File: config.mk
export PLATFORM = sky130hd
export DESIGN_NAME = pc_redirect_unit
export DESIGN_NICKNAME = d
export VERILOG_FILES = /design/src/logic/rv_isa_pkg.sv /design/src/logic/pc_flow_pkg.sv /design/src/logic/branch_predecode.sv /design/src/logic/next_pc_calc.sv /design/src/logic/pc_redirect_unit.sv /design/src/logic/redirect_register.sv
export SDC_FILE = /design/constraint.sdc
export NUM_CORES = 1
export LEC_CHECK = 0
export BUFFER_PORTS_ARGS = -buffer_cell sky130_fd_sc_hd__clkbuf_2
export CAP_MARGIN = 10
export CORE_UTILIZATION = 43
export DETAILED_ROUTE_END_ITERATION = 8
export HOLD_SLACK_MARGIN = 0.08
export MAX_ROUTING_LAYER = met4
export PLACE_DENSITY = 0.86
export REMOVE_ABC_BUFFERS = 1
export SETUP_SLACK_MARGIN = 0.02
export SLEW_MARGIN = 20
export SYNTH_ARGS = -nofsm -noshare
export SYNTH_HDL_FRONTEND = slang
export SYNTH_SLANG_ARGS = --single-unit
File: constraint.sdc
create_clock -name clk -period 0.8 [get_ports clk]
set_clock_uncertainty 0.15 [all_clocks]
set_input_delay 0.2 -clock clk [delete_from_list [all_inputs] [get_ports clk]]
set_output_delay 0.2 -clock clk [all_outputs]
set_load 0.1 [all_outputs]
File: src/logic/rv_isa_pkg.sv
// RV32I instruction encodings used by the front end predecode
// import into any module that inspects a raw fetched word
// the B and J field views overlay the same 32 bits

package rv_isa_pkg;

    // major opcodes, bits 6:0 of every base instruction
    localparam logic [6:0] opcode_branch = 7'b1100011;
    localparam logic [6:0] opcode_jal    = 7'b1101111;

    // B-type layout, imm[12|10:5] rs2 rs1 funct3 imm[4:1|11] opcode
    typedef struct packed {
        logic       imm12;
        logic [5:0] imm10_5;
        logic [4:0] rs2;
        logic [4:0] rs1;
        logic [2:0] funct3;
        logic [3:0] imm4_1;
        logic       imm11;
        logic [6:0] opcode;
    } instr_fmt_b_t;

    // J-type layout, imm[20|10:1|11|19:12] rd opcode
    typedef struct packed {
        logic       imm20;
        logic [9:0] imm10_1;
        logic       imm11;
        logic [7:0] imm19_12;
        logic [4:0] rd;
        logic [6:0] opcode;
    } instr_fmt_j_t;

    // one fetched word, read as raw bits or through either format
    // decode pulls both immediates before the opcode is known
    typedef union packed {
        logic [31:0]  raw;
        instr_fmt_b_t b;
        instr_fmt_j_t j;
    } instr_word_u;

    // opcode sits in the same bits in both views
    // so either field may be compared

    // B immediate range is +-4 KiB, J immediate is +-1 MiB
    // bit 0 of both is implied zero

endpackage

File: src/logic/pc_flow_pkg.sv
// records passed between fetch, commit and the redirect stages
// plus the sequential pc increment
// import into every stage of the redirect unit

package pc_flow_pkg;

    import rv_isa_pkg::*;

    // fall-through increment, no compressed instructions
    localparam logic [31:0] pc_step = 32'd4;

    // one fetched slot, valid for a single cycle per item
    typedef struct packed {
        logic        valid;
        logic [31:0] pc;
        instr_word_u instr;
        logic        pred_taken;
    } fetch_slot_t;

    // head of the reorder buffer as it commits
    // imm_se already sign extended by the decoder upstream
    typedef struct packed {
        logic        valid;
        logic        is_branch;
        logic [31:0] pc;
        logic [31:0] imm_se;
        logic        pred_taken;
        logic        actual_taken;
    } commit_info_t;

    // decode result handed to the execute stage
    typedef struct packed {
        logic        is_branch;
        logic        is_jal;
        logic [31:0] offset;
    } predecode_t;

    // chosen next pc, flush pulses only on a mispredict
    typedef struct packed {
        logic        valid;
        logic [31:0] pc;
        logic        flush;
    } redirect_t;

endpackage

File: src/logic/branch_predecode.sv
// decode stage of the redirect unit
// classifies the fetched word as branch, JAL or neither
// and produces the sign-extended pc offset, purely combinational

`timescale 1ns/1ps

module branch_predecode
    import rv_isa_pkg::*, pc_flow_pkg::*;
(
    input  fetch_slot_t slot,
    output predecode_t  predec
);

    // same word, two field views
    instr_word_u word;

    logic        op_branch;
    logic        op_jal;
    logic [31:0] imm_b;
    logic [31:0] imm_j;

    assign word = slot.instr;

    // opcode bits coincide in both views
    assign op_branch = (word.b.opcode == opcode_branch);
    assign op_jal    = (word.j.opcode == opcode_jal);

    // B immediate
    // sign from bit 31, bit 11 comes from instr bit 7
    assign imm_b = {
        {19{word.b.imm12}},
        word.b.imm12,
        word.b.imm11,
        word.b.imm10_5,
        word.b.imm4_1,
        1'b0
    };

    // J immediate
    // the 19:12 field sits ahead of bit 11 in the word
    assign imm_j = {
        {11{word.j.imm20}},
        word.j.imm20,
        word.j.imm19_12,
        word.j.imm11,
        word.j.imm10_1,
        1'b0
    };

    // pick the offset matching the format
    // anything else just steps to the next word
    always_comb begin
        predec.is_branch = op_branch;
        predec.is_jal    = op_jal;
        if (op_branch) begin
            predec.offset = imm_b;
        end else if (op_jal) begin
            predec.offset = imm_j;
        end else begin
            predec.offset = pc_step;
        end
    end

    // funct3 is not checked
    // every branch condition shares the target math
    // JALR goes through execute, not here

    // valid is left to the execute stage
    // the flags only say what the word looks like

endmodule

File: src/logic/next_pc_calc.sv
// execute stage of the redirect unit
// checks the committing branch for a misprediction and
// picks base and offset for the one target adder

`timescale 1ns/1ps

module next_pc_calc
    import pc_flow_pkg::*;
(
    input  fetch_slot_t  slot,
    input  predecode_t   predec,
    input  commit_info_t commit,
    output redirect_t    next_redirect
);

    logic        mispredict;
    logic        wrong_taken;
    logic        fetch_jump;
    logic [31:0] base;
    logic [31:0] offset;

    // commit path
    // only a real branch with differing directions counts
    assign mispredict = commit.valid & commit.is_branch &
                        (commit.pred_taken ^ commit.actual_taken);

    // predicted taken but fell through
    assign wrong_taken = commit.pred_taken & ~commit.actual_taken;

    // fetch path
    // JAL always jumps, a branch only when predicted taken
    assign fetch_jump = predec.is_jal | (predec.is_branch & slot.pred_taken);

    always_comb begin
        if (mispredict) begin
            // recover from the committing branch
            // fetch slot this cycle is on the wrong path
            base = commit.pc;
            if (wrong_taken) begin
                offset = pc_step;
            end else begin
                offset = commit.imm_se;
            end
        end else begin
            base = slot.pc;
            if (fetch_jump) begin
                offset = predec.offset;
            end else begin
                offset = pc_step;
            end
        end
    end

    // single adder shared by every case
    // wraps modulo 2^32 like the pc itself
    assign next_redirect.pc = base + offset;

    // a mispredict redirects even with no fetch slot
    assign next_redirect.valid = mispredict | slot.valid;

    // flush ROB and issue queue on recovery only
    assign next_redirect.flush = mispredict;

    // pc is don't-care while valid is low
    // the register stage keeps it anyway

    // correct predictions and non-branch commits
    // leave the fetch path untouched

endmodule

File: src/logic/pc_redirect_unit.sv
// top level of the next-pc redirect unit
// fetch slot and commit info in, registered redirect out
// decode and execute are combinational, result is one flop stage

`timescale 1ns/1ps

module pc_redirect_unit
    import pc_flow_pkg::*;
(
    input  logic         clk,
    input  logic         rst_n,
    input  fetch_slot_t  fetch,
    input  commit_info_t commit,
    input  logic         issue_queue_full,
    output redirect_t    redirect,
    output logic         pc_write_en
);

    // decode to execute
    predecode_t predec;
    // execute to result
    redirect_t  next_redirect;

    // classify the fetched word
    branch_predecode i_branch_predecode (
        .slot   (fetch),
        .predec (predec)
    );

    // commit mispredict wins over the fetch slot
    next_pc_calc i_next_pc_calc (
        .slot          (fetch),
        .predec        (predec),
        .commit        (commit),
        .next_redirect (next_redirect)
    );

    // flop stage and write enable gating
    redirect_register i_redirect_register (
        .clk              (clk),
        .rst_n            (rst_n),
        .next_redirect    (next_redirect),
        .issue_queue_full (issue_queue_full),
        .redirect         (redirect),
        .pc_write_en      (pc_write_en)
    );

endmodule

File: src/logic/redirect_register.sv
// result stage of the redirect unit
// registers the chosen redirect and the flush pulse
// and derives the pc write enable from issue queue fullness

`timescale 1ns/1ps

module redirect_register
    import pc_flow_pkg::*;
(
    input  logic      clk,
    input  logic      rst_n,
    input  redirect_t next_redirect,
    input  logic      issue_queue_full,
    output redirect_t redirect,
    output logic      pc_write_en
);

    // fullness sampled alongside the redirect
    logic iq_full_q;

    // one flop stage, exactly one cycle of latency
    // flush reloads every cycle so it lasts a single cycle
    always_ff @(posedge clk or negedge rst_n) begin
        if (!rst_n) begin
            redirect  <= '0;
            iq_full_q <= 1'b0;
        end else begin
            redirect  <= next_redirect;
            iq_full_q <= issue_queue_full;
        end
    end

    // full queue blocks the pc update
    // a flush empties the queue next cycle, so recovery writes anyway
    assign pc_write_en = redirect.valid & (~iq_full_q | redirect.flush);

    // the redirect itself is reported even when blocked
    // no back-pressure towards fetch or ROB

endmodule

==> impl_metrics.json, run 1 <==
{
  "cts_buffers": 5,
  "synth_top_area_share": 0.246,
  "ys.flop_type": "dfrtp_1",
  "lastStage": "5_1_grt",
  "syn_area_um2": 3550,
  "port_buffers": 171,
  "fp.dieH_um": 92.9,
  "avgSynthCellArea_um2": 7.48,
  "status": "did not finish",
  "yosysSeqAreaShare": 0.246,
  "ys_seq_elements": 35,
  "endpoint_type": "sequential cell input",
  "grt_usage": 0.754,
  "clk_path_buf_depth": 2,
  "cts-root-buf": "clkbuf_8",
  "cts_max_level": 2,
  "hpwl_mm": 11.5,
  "synth_edf_count": 0,
  "error": "[ERROR GRT-0232] Routing congestion too high. Check the congestion heatmap in the GUI.",
  "grt_start_max_net_pins": 36,
  "rows": 32,
  "async_flop_share": 1.00,
  "ys_warn_count": 0,
  "gp_congestion": 0.992,
  "grt.overflow.total": 5,
  "synth.distinct_cells": 52,
  "synthTopCellsByArea": "dfrtp_1 (25%), nand2_1 (13%), ha_1 (11%)",
  "worstEndpointGrtRepair": "i_redirect_register.redirect[23]$_DFF_PN0_/D",
  "die_x_um": 92.9,
  "cts_num_sinks": 35,
  "boundaryPins": 172,
  "synthCells": 475,
  "initial_utilization": 0.453,
  "yosysTopAreaCell": "dfrtp_1"
}
[metal layers]
| layer | overflow | global-route usage |
|---|---|---|
| met3 | 0 | 0.570 |
| met5 | - | - |
| met1 | 0 | 0.729 |
| met2 | 2 | 0.920 |
| met4 | 3 | 0.759 |
[cells in the mapped netlist, types with 4 or more instances]
cell      count
a211oi_1      8
a21boi_0      4
a21o_1       26
a21oi_1      43
a22o_1       14
and2_1        7
clkbuf_1     14
dfrtp_1      35
ha_1         32
inv_1        12
nand2_1     122
nand3_1       7
nor2_1       28
nor2b_1       4
nor3_1        7
o21ai_0      26
o21bai_1      4
o22ai_1       5
xnor2_1      21
xor2_1        5
[kinds of logic after synthesis]
kind of cell               share of synthesized area
DFF                                            0.246
buffers and inverters                         0.0366
and+or+nand+nor                                0.238
adders and majority gates                      0.118
AOI/OAI and AO/OA                              0.291
muxes                                        0.00563
xor gates and xnor gates                      0.0641
[per-stage QoR]
| stage | setup WS, ns | TNS (ns) | hold slack [ns] | instances | area [um^2] |
|---|---|---|---|---|---|
| floorplan | -3.52 | -114.73 | -0.246 | 455 | 3470 |
| global placement | -2.83 | -80.45 | 0.0239 | 844 | 5870 |
| CTS | -2.33 | -75.73 | -0.149 | 873 | 6650 |
| detailed placement | -2.98 | -85.21 | 0.0286 | 844 | 5870 |
[timing repair]
action                                 4_1_cts
endpoints found under the hold margin       37
setup endpoints to repair                   69
pin swaps                                   48
hold buffers                                 1
gates cloned                                 1
gates resized for setup                    117
setup buffers                               22
==> run 2: changes to the inputs <==
--- a/config.mk
+++ b/config.mk
@@ -7,13 +7,10 @@
 export LEC_CHECK = 0
 export BUFFER_PORTS_ARGS = -buffer_cell sky130_fd_sc_hd__clkbuf_2
 export CAP_MARGIN = 10
-export CORE_UTILIZATION = 43
+export CORE_UTILIZATION = 30
 export DETAILED_ROUTE_END_ITERATION = 8
-export HOLD_SLACK_MARGIN = 0.08
-export MAX_ROUTING_LAYER = met4
-export PLACE_DENSITY = 0.86
+export PLACE_DENSITY_LB_ADDON = 0.15
 export REMOVE_ABC_BUFFERS = 1
-export SETUP_SLACK_MARGIN = 0.02
 export SLEW_MARGIN = 20
 export SYNTH_ARGS = -nofsm -noshare
 export SYNTH_HDL_FRONTEND = slang
==> constraint.sdc (replaced) <==
create_clock -name clk -period 1.04 [get_ports clk]
set_clock_uncertainty 0.15 [all_clocks]
set_input_delay 0.26 -clock clk [delete_from_list [all_inputs] [get_ports clk]]
set_output_delay 0.26 -clock clk [all_outputs]
set_load 0.1 [all_outputs]
==> run 2 against run 1 <==
Synthesized cell count unchanged. Area after synthesis did not move. The flow now finishes, with violations (negative setup slack).
==> impl_metrics.json, run 2 <==
{
  "p_leak_nw": 3.74,
  "cp_num_buf_inv": 5,
  "cts_tree": "built",
  "via_per_inst": 5.06,
  "top_regs": "i_redirect_register.redirect x34, i_redirect_register.iq_full_q x1",
  "dr.first_iter.drc_count": 148,
  "gp_congestion": 0.879,
  "grt_usage": 0.233,
  "drv_slew": 0,
  "routedWlPerCell_um": 16.2,
  "synth_top_family_by_area": "compound AO/OA/AOI/OAI gates",
  "cts-root-buf": "clkbuf_16",
  "drc": 0,
  "core_um2": 11500,
  "ys.flop_type": "dfrtp_1",
  "cts_max_level": 2,
  "design_area_um2": 7140,
  "design.die.area_um2": 12300,
  "worstSetupEndpointType": "flip-flop",
  "crit_path_start_kind": "input pin",
  "clock.fmax_mhz": 294,
  "clkTransAtPathRegs_ns": 0.05,
  "layout_setup_ws_ns": -2.36,
  "place_ws_ns": -2.97,
  "holdCritPathClass": "in2reg",
  "grt.overflow.total": 0,
  "area_growth_pct": 101,
  "max_stage_delay_ns": 0.55,
  "finalHoldViolCount": 0,
  "period_needed_ns": 3.40,
  "drt_wl_total_mm": 15.2,
  "antenna_cells": 0,
  "synth.distinct_cells": 52,
  "yosys-top-cells-count": "nand2_1 (122), a21oi_1 (43), dfrtp_1 (35)",
  "cts_buffers": 5,
  "rows": 39,
  "total_power_mw": 8.02,
  "postRouteAntennaNets": 0,
  "async_flop_share": 1.00,
  "setup_viol_count_final": 69,
  "synth_adder_area_share": 0.118,
  "path_cells": "buf_6 > inv_4 > ha_4 > or2_4 > clkinv_4 > nor4_4 > buf_4 > a22o_4 > fa_2 > a21oi_4 > nand4b_4 > a31oi_4 > o41ai_4 > buf_6 > a211oi_4 > or4b_4 > nand3_2",
  "relSlewSlack": 0.658,
  "die_x_um": 111,
  "synth_compound_area_frac": 0.291,
  "layout_commonest_cell": "clkbuf_2",
  "largest_register_ffs": 34,
  "synth-simple-area-share": 0.238,
  "crit_arrival_ns": 3.47,
  "ys_warn_count": 0,
  "synthTopCellsByArea": "dfrtp_1 (25%), nand2_1 (13%), ha_1 (11%)",
  "path_max_fanout": 4,
  "cp.required_ns": 1.10,
  "boundaryPins": 172,
  "synth-xor-area-share": 0.0641,
  "tightest_slew_ns": 0.507,
  "most-common-layout-cells": "clkbuf_2 (134), buf_4 (130), nand2_1 (121)",
  "synth_edf_count": 0,
  "synth_top_area_share": 0.246,
  "violations": "negative setup slack",
  "placed_cell_area_um2": 6010,
  "finalCritPeriodShare": 3.27,
  "hold_end": "i_redirect_register.redirect[33]",
  "yosysTopAreaCell": "dfrtp_1",
  "ys_seq_elements": 35,
  "final_core_util": 0.623,
  "fp.dieH_um": 111,
  "grt_pass1_wl_mm": 23.2,
  "fin_nets": 964,
  "muxShareOfSynthArea": 0.00563,
  "dr.pass1.iters": 4,
  "hpwl_mm": 11.1,
  "syn_area_um2": 3550,
  "drive_above_1_share": 0.539,
  "grt_pass1_vias": 4756,
  "max-vdd-ir-drop_mv": 0.973,
  "avgSynthCellArea_um2": 7.48,
  "crit_path_frequent_cell": "buf_6",
  "path_delay_family": "simple AND/OR/NAND/NOR gates",
  "vias": 4739,
  "critPathKind": "in2reg",
  "status": "finished, violations left",
  "port_buffers": 171,
  "fillers": 956,
  "antenna_found_initial": 0,
  "yosysSeqAreaShare": 0.246,
  "maxCapViolCount": 0,
  "pwr_density_cell_nw_per_um2": 1120,
  "holdWs_ns": 0.0388,
  "synthCells": 475,
  "rsz0062_at_grt": "true",
  "cp_slowest_cell": "or4b_4",
  "initial_utilization": 0.310,
  "cts_num_sinks": 35,
  "hold_depth": 2,
  "clk_path_buf_depth": 2,
  "yosysMostFrequentCell": "nand2_1",
  "grt_start_max_net_pins": 36,
  "regMostFlops": "i_redirect_register.redirect",
  "worstHoldStart": "fetch[65]"
}
-- run 2: cell counts after synthesis --
No cell type changed its count.
-- run 2: area by class of cell --
type,instances,area (um^2),area share
clock buffers,6,139,0.0194
clock inverters,1,5.00,0.000701
inverters,13,56.3,0.00788
multi-input cells,407,3100,0.433
flip-flops and latches,35,876,0.123
well taps,143,179,0.0251
repair buffers,332,2790,0.391
-- run 2: logic make-up (layout without fill, tap and decap cells) --
logic type / count (synthesis) / count (layout)
xor gates and xnor gates: 26 / 26
adders and majority gates: 33 / 33
muxes: 2 / 2
buffers and inverters: 33 / 352
and+or+nand+nor: 193 / 193
DFF: 35 / 35
AOI/OAI and AO/OA: 153 / 153
-- run 2: metal layers --
layer	part of all wire	vias to the layer above	GRT usage
met3	0.048	35	0.0334
met2	0.51	168	0.414
met1	0.41	2219	0.291
met4	0.025	0	0.0658
li1	-	2317	-
met5	0	-	0
-- run 2: worst max-delay path by stage --
stage	slack (ns)	start	end	cells after the start
after floorplan	-3.34	commit[0]	i_redirect_register.redirect[27]	14
after global placement	-2.72	commit[0]	i_redirect_register.redirect[29]	16
after detailed placement	-2.97	commit[0]	i_redirect_register.redirect[29]	16
after CTS	-2.26	commit[0]	i_redirect_register.redirect[27]	17
after global routing	-2.52	commit[0]	i_redirect_register.redirect[17]	20
final	-2.36	commit[0]	i_redirect_register.redirect[23]	17
-- run 2: stage by stage --
step | setup TNS (ns) | std cells
floorplan | -102.31 | 455
global placement | -72.95 | 896
detailed placement | -76.26 | 896
CTS | -66.39 | 920
global route | -73.34 | 937
finish | -70.08 | 937
-- run 2: report_power, final --
| group | switching, mW | internal, mW | leakage, nW |
|---|---|---|---|
| Combinational | 2.75 | 2.04 | 3.26 |
| Clock | 0.558 | 0.935 | 0.0727 |
| Sequential | 0.178 | 1.57 | 0.411 |
-- run 2: timing repair --
| item | 4_1_cts | 5_1_grt |
|---|---|---|
| buffers inserted | 16 | 18 |
| hold buffers | 2 | 0 |
| cloned | 2 | 0 |
| resized for setup | 97 | 63 |
| endpoints found under the hold margin | 36 | 0 |
| pin swaps | 58 | 48 |
| endpoints found under the setup margin | 69 | 69 |
No activity file was read; power rests on OpenSTA's default activity.
